[src/rtl/cnn_hw_pkg.sv]
package cnn_hw_pkg;

	// one data word on the RAM write side
	localparam int unsigned DATA_WIDTH = 16; // fp16 word, contents not modelled

	// write address into the feature-map RAM and the weight RAM
	localparam int unsigned ADDR_WIDTH = 12; // 4k lines per RAM

	// feature-map geometry fields
	localparam int unsigned SIZE_WIDTH = 8; // fm_size, fm_size_out, fm_depth

	// word counts of a load and work counts of a layer run
	localparam int unsigned COUNT_WIDTH = 16;

	// board LEDs, one byte of the run count at a time
	localparam int unsigned LED_WIDTH = 8;

	// bytes shown on the LEDs, high to low
	localparam int unsigned LED_BYTES = 3; // 24-bit cycle counter

	// one RAM line holds PARA_Y words
	localparam int unsigned LINE_WIDTH_MAX = 4 * DATA_WIDTH; // widest line for PARA_Y up to 4

endpackage

[src/rtl/cnn_layer_pkg.sv]
package cnn_layer_pkg;

	// layer type seen by the engine and the LEDs
	typedef enum logic [3:0] {
		lt_init = 4'd0, // initial feature-map load
		lt_conv = 4'd1,
		lt_pool = 4'd2, // max pool
		lt_fc   = 4'd3, // fully connected
		lt_done = 4'd9  // network finished
	} layer_type_t;

	// network sequencer states
	typedef enum logic [2:0] {
		s_idle, // waiting for transmission_start
		s_load, // loader busy
		s_run,  // engine busy
		s_next, // pick the next phase
		s_done
	} seq_state_t;

	localparam int unsigned LAYER_COUNT = 3; // conv, pool, fc

	// input feature map
	localparam int unsigned IN_SIZE  = 8;
	localparam int unsigned IN_DEPTH = 2;

	// conv layer, same padding
	localparam int unsigned CONV_KERNEL_SIZE = 3;
	localparam int unsigned CONV_KERNEL_NUM  = 4; // output depth
	localparam int unsigned CONV_OUT_SIZE    = 8;

	// 2x2 max pool
	localparam int unsigned POOL_OUT_SIZE = 4;

	// fully connected layer
	localparam int unsigned FC_IN_TOTAL = 64; // 4*4*4 flattened pool output
	localparam int unsigned FC_OUT      = 8;

endpackage

[src/rtl/cnn_top.sv]
`timescale 1ns/1ps

module cnn_top import cnn_hw_pkg::*, cnn_layer_pkg::*; #(
	parameter int unsigned PARA_Y      = 2,
	parameter int unsigned PARA_KERNEL = 2,
	parameter int unsigned PHASE_WIDTH = 26 // about 0.17 s per LED byte at 100 MHz
) (
	input  logic                               clk,
	input  logic                               rst,
	input  logic                               transmission_start,
	output logic                               stop,
	output logic [LED_WIDTH-1:0]               led,
	output logic [$clog2(LAYER_COUNT + 2)-1:0] layer_num,
	output layer_type_t                        layer_type
);

	logic                   load_start; // sequencer to loader
	logic                   load_weights;
	logic [COUNT_WIDTH-1:0] load_words;
	logic                   load_done;
	logic                   layer_start; // sequencer to engine
	logic                   layer_done;
	logic [SIZE_WIDTH-1:0]  fm_size;
	logic [SIZE_WIDTH-1:0]  fm_size_out;
	logic [SIZE_WIDTH-1:0]  fm_depth;
	logic [SIZE_WIDTH-1:0]  kernel_num;
	logic [SIZE_WIDTH-1:0]  kernel_size;
	logic [COUNT_WIDTH-1:0] fm_total_size;
	logic                   fm_wr_en; // RAM write side, no RAM behind it
	logic [ADDR_WIDTH-1:0]  fm_wr_addr;
	logic                   wt_wr_en;
	logic [ADDR_WIDTH-1:0]  wt_wr_addr;

	network_sequencer #(.PARA_Y(PARA_Y), .PARA_KERNEL(PARA_KERNEL)) u_network_sequencer (
		.clk(clk), .rst(rst), .transmission_start(transmission_start),
		.load_done(load_done), .layer_done(layer_done),
		.load_start(load_start), .load_weights(load_weights), .load_words(load_words),
		.layer_start(layer_start), .layer_type(layer_type), .layer_num(layer_num),
		.fm_size(fm_size), .fm_size_out(fm_size_out), .fm_depth(fm_depth),
		.kernel_num(kernel_num), .kernel_size(kernel_size),
		.fm_total_size(fm_total_size), .stop(stop)
	);

	data_loader u_data_loader (
		.clk(clk), .rst(rst), .load_start(load_start),
		.load_weights(load_weights), .load_words(load_words),
		.fm_wr_en(fm_wr_en), .fm_wr_addr(fm_wr_addr),
		.wt_wr_en(wt_wr_en), .wt_wr_addr(wt_wr_addr), .load_done(load_done)
	);

	layer_engine #(.PARA_Y(PARA_Y), .PARA_KERNEL(PARA_KERNEL)) u_layer_engine (
		.clk(clk), .rst(rst), .layer_start(layer_start), .layer_type(layer_type),
		.fm_size(fm_size), .fm_size_out(fm_size_out), .fm_depth(fm_depth),
		.kernel_num(kernel_num), .kernel_size(kernel_size),
		.fm_total_size(fm_total_size), .layer_done(layer_done)
	);

	run_timer_display #(.PHASE_WIDTH(PHASE_WIDTH)) u_run_timer_display (
		.clk(clk), .rst(rst), .transmission_start(transmission_start),
		.stop(stop), .led(led)
	);

endmodule

[src/rtl/data_loader.sv]
`timescale 1ns/1ps

module data_loader import cnn_hw_pkg::*; (
	input  logic                   clk,
	input  logic                   rst,
	input  logic                   load_start,
	input  logic                   load_weights, // target RAM select
	input  logic [COUNT_WIDTH-1:0] load_words,
	output logic                   fm_wr_en,
	output logic [ADDR_WIDTH-1:0]  fm_wr_addr,
	output logic                   wt_wr_en,
	output logic [ADDR_WIDTH-1:0]  wt_wr_addr,
	output logic                   load_done
);

	logic [COUNT_WIDTH-1:0] remain; // words still to write
	logic                   to_wt; // latched target
	logic                   busy;

	always_ff @(posedge clk or negedge rst) begin
		if (!rst) begin
			remain     <= '0;
			to_wt      <= 1'b0;
			fm_wr_addr <= '0;
			wt_wr_addr <= '0;
		end else if (load_start) begin
			remain <= load_words;
			to_wt  <= load_weights;
			if (load_weights) wt_wr_addr <= '0; // restart target RAM at line 0
			else fm_wr_addr <= '0;
		end else if (busy) begin
			remain <= remain - 1'b1;
			if (to_wt) wt_wr_addr <= wt_wr_addr + 1'b1; // next line after each write
			else fm_wr_addr <= fm_wr_addr + 1'b1;
		end
	end

	assign busy      = (remain != '0);
	assign fm_wr_en  = busy && !to_wt;
	assign wt_wr_en  = busy && to_wt;
	assign load_done = (remain == COUNT_WIDTH'(1)); // same cycle as last write

endmodule

[src/rtl/layer_engine.sv]
`timescale 1ns/1ps

module layer_engine import cnn_hw_pkg::*, cnn_layer_pkg::*; #(
	parameter int unsigned PARA_Y      = 2, // fc inputs per cycle
	parameter int unsigned PARA_KERNEL = 2  // conv kernels per cycle
) (
	input  logic                   clk,
	input  logic                   rst,
	input  logic                   layer_start,
	input  layer_type_t            layer_type,
	input  logic [SIZE_WIDTH-1:0]  fm_size,
	input  logic [SIZE_WIDTH-1:0]  fm_size_out,
	input  logic [SIZE_WIDTH-1:0]  fm_depth,
	input  logic [SIZE_WIDTH-1:0]  kernel_num,
	input  logic [SIZE_WIDTH-1:0]  kernel_size,
	input  logic [COUNT_WIDTH-1:0] fm_total_size,
	output logic                   layer_done
);

	logic [2*COUNT_WIDTH-1:0] conv_work; // wide products, cut below
	logic [2*COUNT_WIDTH-1:0] pool_work;
	logic [2*COUNT_WIDTH-1:0] fc_work;
	logic [COUNT_WIDTH-1:0]   work; // W for this layer
	logic [COUNT_WIDTH-1:0]   cnt; // cycles left

	// one output position per cycle, PARA_KERNEL kernels at once
	assign conv_work = fm_size_out * fm_size_out * kernel_num / PARA_KERNEL;
	// one pooled output per cycle over every channel
	assign pool_work = fm_size_out * fm_size_out * fm_depth;
	// each neuron takes PARA_Y inputs per cycle
	assign fc_work   = kernel_num * fm_total_size / PARA_Y;

	always_comb begin
		case (layer_type)
			lt_conv: begin
				if (kernel_size > fm_size) work = COUNT_WIDTH'(1); // window never fits
				else work = conv_work[COUNT_WIDTH-1:0];
			end
			lt_pool: work = pool_work[COUNT_WIDTH-1:0];
			lt_fc:   work = fc_work[COUNT_WIDTH-1:0];
			default: work = COUNT_WIDTH'(1); // nothing to compute
		endcase
		if (work == '0) work = COUNT_WIDTH'(1); // W at least 1
	end

	always_ff @(posedge clk or negedge rst) begin
		if (!rst) cnt <= '0;
		else if (layer_start) cnt <= work;
		else if (cnt != '0) cnt <= cnt - 1'b1;
	end

	assign layer_done = (cnt == COUNT_WIDTH'(1)); // W cycles after start

endmodule

[src/rtl/network_sequencer.sv]
`timescale 1ns/1ps

module network_sequencer import cnn_hw_pkg::*, cnn_layer_pkg::*; #(
	parameter int unsigned PARA_Y      = 2, // words per RAM line
	parameter int unsigned PARA_KERNEL = 2  // kernels per engine pass
) (
	input  logic                                clk,
	input  logic                                rst,
	input  logic                                transmission_start,
	input  logic                                load_done,
	input  logic                                layer_done,
	output logic                                load_start,
	output logic                                load_weights, // 0 fm words, 1 weight words
	output logic [COUNT_WIDTH-1:0]              load_words,
	output logic                                layer_start,
	output layer_type_t                         layer_type,
	output logic [$clog2(LAYER_COUNT + 2)-1:0]  layer_num,
	output logic [SIZE_WIDTH-1:0]               fm_size,
	output logic [SIZE_WIDTH-1:0]               fm_size_out,
	output logic [SIZE_WIDTH-1:0]               fm_depth,
	output logic [SIZE_WIDTH-1:0]               kernel_num,
	output logic [SIZE_WIDTH-1:0]               kernel_size,
	output logic [COUNT_WIDTH-1:0]              fm_total_size,
	output logic                                stop
);

	// weight RAM is laid out in groups of PARA_KERNEL kernels
	localparam int unsigned CONV_KERNEL_PAD =
		(CONV_KERNEL_NUM + PARA_KERNEL - 1) / PARA_KERNEL * PARA_KERNEL;
	localparam int unsigned FM_WORDS = IN_SIZE * IN_SIZE * IN_DEPTH / PARA_Y;
	localparam int unsigned CONV_WT_WORDS =
		CONV_KERNEL_SIZE * CONV_KERNEL_SIZE * IN_DEPTH * CONV_KERNEL_PAD / PARA_Y;
	localparam int unsigned FC_WT_WORDS = FC_IN_TOTAL * FC_OUT / PARA_Y;

	seq_state_t state;
	logic [2:0] phase; // index of the phase that is running
	logic       workstate; // transmission_start, one cycle late

	always_ff @(posedge clk or negedge rst) begin
		if (!rst) workstate <= 1'b0;
		else workstate <= transmission_start;
	end

	always_ff @(posedge clk or negedge rst) begin
		if (!rst) stop <= 1'b0;
		else if (layer_type == lt_done) stop <= 1'b1; // sticky until reset
	end

	always_ff @(posedge clk or negedge rst) begin
		if (!rst) begin
			state         <= s_idle;
			phase         <= 3'd0;
			load_start    <= 1'b0;
			load_weights  <= 1'b0;
			load_words    <= '0;
			layer_start   <= 1'b0;
			layer_type    <= lt_init;
			layer_num     <= '0;
			fm_size       <= '0;
			fm_size_out   <= '0;
			fm_depth      <= '0;
			kernel_num    <= '0;
			kernel_size   <= '0;
			fm_total_size <= '0;
		end else begin
			load_start  <= 1'b0; // pulses
			layer_start <= 1'b0;
			case (state)
				s_idle: if (workstate) begin
					load_start   <= 1'b1; // input feature map first
					load_weights <= 1'b0;
					load_words   <= COUNT_WIDTH'(FM_WORDS);
					phase        <= 3'd0;
					state        <= s_load;
				end
				s_load: if (load_done) state <= s_next; // done pulse never missed, even paused
				s_run: if (layer_done) state <= s_next;
				s_next: if (workstate) begin
					phase <= phase + 3'd1;
					case (phase)
						3'd0: begin // conv config, then its weights
							layer_type    <= lt_conv;
							layer_num     <= layer_num + 1'b1;
							fm_size       <= SIZE_WIDTH'(IN_SIZE);
							fm_depth      <= SIZE_WIDTH'(IN_DEPTH);
							fm_size_out   <= SIZE_WIDTH'(CONV_OUT_SIZE);
							kernel_num    <= SIZE_WIDTH'(CONV_KERNEL_NUM);
							kernel_size   <= SIZE_WIDTH'(CONV_KERNEL_SIZE);
							fm_total_size <= COUNT_WIDTH'(IN_SIZE * IN_SIZE * IN_DEPTH);
							load_start    <= 1'b1;
							load_weights  <= 1'b1;
							load_words    <= COUNT_WIDTH'(CONV_WT_WORDS);
							state         <= s_load;
						end
						3'd1, 3'd4: begin // weights in place, run the layer
							layer_start <= 1'b1;
							state       <= s_run;
						end
						3'd2: begin // pool needs no weights
							layer_type    <= lt_pool;
							layer_num     <= layer_num + 1'b1;
							fm_size       <= SIZE_WIDTH'(CONV_OUT_SIZE);
							fm_depth      <= SIZE_WIDTH'(CONV_KERNEL_NUM);
							fm_size_out   <= SIZE_WIDTH'(POOL_OUT_SIZE);
							fm_total_size <= COUNT_WIDTH'(CONV_OUT_SIZE * CONV_OUT_SIZE * CONV_KERNEL_NUM);
							layer_start   <= 1'b1;
							state         <= s_run;
						end
						3'd3: begin // fc config, then its weights
							layer_type    <= lt_fc;
							layer_num     <= layer_num + 1'b1;
							fm_size       <= SIZE_WIDTH'(POOL_OUT_SIZE);
							fm_depth      <= SIZE_WIDTH'(CONV_KERNEL_NUM);
							fm_size_out   <= SIZE_WIDTH'(1); // 1x1 output per neuron
							kernel_num    <= SIZE_WIDTH'(FC_OUT);
							kernel_size   <= SIZE_WIDTH'(1);
							fm_total_size <= COUNT_WIDTH'(FC_IN_TOTAL);
							load_start    <= 1'b1;
							load_weights  <= 1'b1;
							load_words    <= COUNT_WIDTH'(FC_WT_WORDS);
							state         <= s_load;
						end
						default: begin // last layer finished
							layer_type <= lt_done;
							layer_num  <= layer_num + 1'b1;
							state      <= s_done;
						end
					endcase
				end
				default: state <= s_done; // s_done holds until reset
			endcase
		end
	end

endmodule

[src/rtl/run_timer_display.sv]
`timescale 1ns/1ps

module run_timer_display import cnn_hw_pkg::*; #(
	parameter int unsigned PHASE_WIDTH = 26 // log2 of the LED cycle
) (
	input  logic                 clk,
	input  logic                 rst,
	input  logic                 transmission_start,
	input  logic                 stop,
	output logic [LED_WIDTH-1:0] led
);

	localparam int unsigned CNT_WIDTH = LED_BYTES * LED_WIDTH; // 24-bit run count

	logic                   run_en; // registered transmission_start
	logic [CNT_WIDTH-1:0]   clk_cnt;
	logic [PHASE_WIDTH-1:0] phase_cnt;

	always_ff @(posedge clk or negedge rst) begin
		if (!rst) begin
			run_en    <= 1'b0;
			clk_cnt   <= '0;
			phase_cnt <= '0;
			led       <= '0;
		end else begin
			run_en <= transmission_start;
			if (run_en && !stop) clk_cnt <= clk_cnt + 1'b1; // frozen once stop is up
			if (stop) phase_cnt <= phase_cnt + 1'b1;
			case (phase_cnt[PHASE_WIDTH-1 -: 2]) // blank, high, mid, low
				2'b00: led <= '0;
				2'b01: led <= clk_cnt[3*LED_WIDTH-1 -: LED_WIDTH];
				2'b10: led <= clk_cnt[2*LED_WIDTH-1 -: LED_WIDTH];
				default: led <= clk_cnt[LED_WIDTH-1:0];
			endcase
		end
	end

endmodule

[config.mk]
export PLATFORM = sky130hd
export DESIGN_NAME = cnn_top
export DESIGN_NICKNAME = d
export VERILOG_FILES = /design/src/rtl/cnn_hw_pkg.sv /design/src/rtl/cnn_layer_pkg.sv /design/src/rtl/cnn_top.sv /design/src/rtl/data_loader.sv /design/src/rtl/layer_engine.sv /design/src/rtl/network_sequencer.sv /design/src/rtl/run_timer_display.sv
export SDC_FILE = /design/constraint.sdc
export NUM_CORES = 1
export LEC_CHECK = 0
export ABC_AREA = 1
export BUFFER_PORTS_ARGS = -buffer_cell sky130_fd_sc_hd__buf_4
export CORE_MARGIN = 2
export CORE_UTILIZATION = 53
export DETAILED_ROUTE_END_ITERATION = 10
export PLACE_DENSITY = 0.69
export SLEW_MARGIN = 20
export SYNTH_ARGS = -nofsm -noshare
export SYNTH_HDL_FRONTEND = slang
export SYNTH_HIERARCHICAL = 1
export SYNTH_SLANG_ARGS = --single-unit
[constraint.sdc]
create_clock -name clk -period 14.1 [get_ports clk]
set_clock_uncertainty 0.15 [all_clocks]
set_input_delay 2.82 -clock clk [delete_from_list [all_inputs] [get_ports clk]]
set_output_delay 2.82 -clock clk [all_outputs]
set_load 0.05 [all_outputs]
==> impl_metrics.tcl <==
set metrics [dict create \
    synth_cells 2511 \
    vias 15000 \
    globalRoute.totalOverflow 0 \
    crit_path_max_fo 27 \
    setup_repair_after_global_routing_missed_its_margin "no" \
    drt_iter0_drc 1111 \
    final_period_minus_worst_setup_slack_ps 7700 \
    clock-sinks 119 \
    numPortBuffers 17 \
    worstPathRequired_ps 14300 \
    worst_setup_path_startpoint "u_network_sequencer/fm_depth[1]" \
    grt_util_all_layers_pct 25.1 \
    fp.dieArea_um2 35500 \
    clk_path_buf_depth 2 \
    status "complete, no violations" \
    share_of_the_core_filled_with_cells_pct 56.3 \
    clk_latency_ps 420 \
    setup.worst_path.end "u_layer_engine/cnt[0]" \
    hold_viol 0 \
    placeableCoreArea_um2 33500 \
    timing.rr.end "u_layer_engine/cnt[0]" \
    place.gp.congestion 0.895 \
    multi_input_gate_area_um2 12400 \
    totalNegativeSetupSlack_ps 0 \
    dr.pass1.iters 5 \
    tritoncts.num_buffers 17 \
    grt_antenna_before_repair 0 \
    grt_first_pass_wirelength_mm 72.5 \
    critical_path.most_common_cell "sky130_fd_sc_hd__inv_1" \
    fraction_of_layout_cells_with_a_size_suffix_above_1_pct 6.63 \
    worst_r2r_path_depth 35 \
    synth.avg_cell_area_um2 7.17 \
    tritoncts "done" \
    detail-route-antenna-nets 0 \
    area_growth_pct 4.72 \
    cap_violations 0 \
    final-max-slew-violation-count 0 \
    critical_path.endpoint_type "flop" \
    cts_resized 0 \
    netlist_area_before_placement_um2 18000 \
    routed_via_density 5.08 \
    core.rowCount 67 \
    yosys_warns 6 \
    ctsHtreeMaxLevel 4 \
    maximum_clock_frequency_mhz 130 \
    finish.net_count 2823 \
    grt_start_max_net_pins 62 \
    timing_worst_slew_pin_value_ps 807 \
    chipWidth_um 188 \
    io_pins 19 \
    fillers 3177 \
    slowest_delay_ps 550 \
    worst_path_max_delay_cell "sky130_fd_sc_hd__xor2_1" \
    place.detailed.hpwl_mm 33.5 \
    setup_cp_type "flop to flop" \
    worstSetupStartpointType "flop" \
    floorplan.initialDensity_pct 53.7 \
    cts.hold.buffers_added 0 \
    critical_register_to_register_path_startpoint "u_network_sequencer/fm_depth[1]" \
    hp-class "flop to flop" \
    register_area_um2 2980 \
    avgRoutedWirePerCell_um 14.4 \
    worst_slew_margin_relative_to_its_limit_pct 45.7 \
    clk_pin_slew_ps 70 \
    setup_viol 0 \
    die_height_um 188 \
    antenna-diode-count 0 \
    setup.reg_to_reg.worst_slack_ps 6400 \
    drc 0 \
    post-cts-setup-buffer-count 0 \
    vias_in_the_first_global_route 14900 \
    arrival_ps 7890 \
    cts.root.buffer_cell "sky130_fd_sc_hd__clkbuf_16" \
    wl_mm 42.5 \
    timing.final.crit_share_pct 54.6 \
]
[area by class of cell]
class                      instances  area share [%]
clock buffer                      20            2.42
clock inverter                    12           0.749
inverter                         556            11.1
multi-input combinational       1768            65.9
sequential                       119            15.8
tap                              448            2.97
timing repair buffer              28            1.11
[cells in the final DEF, fill, tap and decap left out, drive strengths merged, types with 3 or more instances in the layout]
cell type	n
conb	55
or2	9
clkbuf	20
a21oi	65
buf	28
nand3	128
nand2	711
fa	202
and2	3
nor3	17
o211ai	7
a21o	5
nand3b	12
o21ai	69
a31oi	7
nor2	237
inv	554
o21bai	5
dfrtp	119
xor2	43
clkinv	10
xnor2	30
nor4	3
nand4	19
ha	128
[worst min-delay path by stage]
stage                                             startpoint                                  to  depth (start not counted)
final                     u_network_sequencer/kernel_size[0]  u_network_sequencer/kernel_size[0]                          2
after global routing      u_network_sequencer/kernel_size[0]  u_network_sequencer/kernel_size[0]                          2
after CTS                 u_network_sequencer/kernel_size[0]  u_network_sequencer/kernel_size[0]                          2
after detailed placement  u_network_sequencer/kernel_size[0]  u_network_sequencer/kernel_size[0]                          2
after global placement    u_network_sequencer/kernel_size[0]  u_network_sequencer/kernel_size[0]                          2
after floorplan           u_network_sequencer/kernel_size[0]  u_network_sequencer/kernel_size[0]                          2
[sequential cells by signal, summed over array words and instances, names as in the netlist, 3 cells and up]
register	flops
u_run_timer_display/phase_cnt	26
u_run_timer_display/clk_cnt	24
u_data_loader/remain	16
u_layer_engine/cnt	16
u_run_timer_display/led	8
u_network_sequencer/layer_num	3
u_network_sequencer/layer_type	3
u_network_sequencer/load_words	3
u_network_sequencer/phase	3
u_network_sequencer/state	3
[routing by layer]
| metal | up-vias | GRT usage, % | wire, um |
|---|---|---|---|
| li1 | 7333 | - | - |
| met3 | 40 | 3.37 | 2650 |
| met1 | 7201 | 36.1 | 19900 |
| met5 | - | 0 | 0 |
| met4 | 0 | 4.96 | 607 |
| met2 | 403 | 40.8 | 19300 |
[critical path, delay by kind of cell, from the launching register on]
kind,cells,cell delay [ps]
flip-flops,1,330
AO/OA/AOI/OAI,3,430
buffers and inverters,9,1180
XOR/XNOR,2,730
adder cells (fa/ha/maj),10,3760
AND/OR/NAND/NOR,11,1030
[metrics by stage]
step	std cells	hold slack [ps]	setup slack [ps]	cell area, um^2
after floorplan	2565	285	7220	18200
after global placement	2919	304	6730	18300
after detailed placement	2919	307	6660	18300
after CTS	2951	322	6620	18900
after global routing	2951	336	6090	18900
final	2951	321	6400	18900
Power is not shown: default switching activity piles up to over one toggle a cycle in this logic, so the estimate is an artifact.
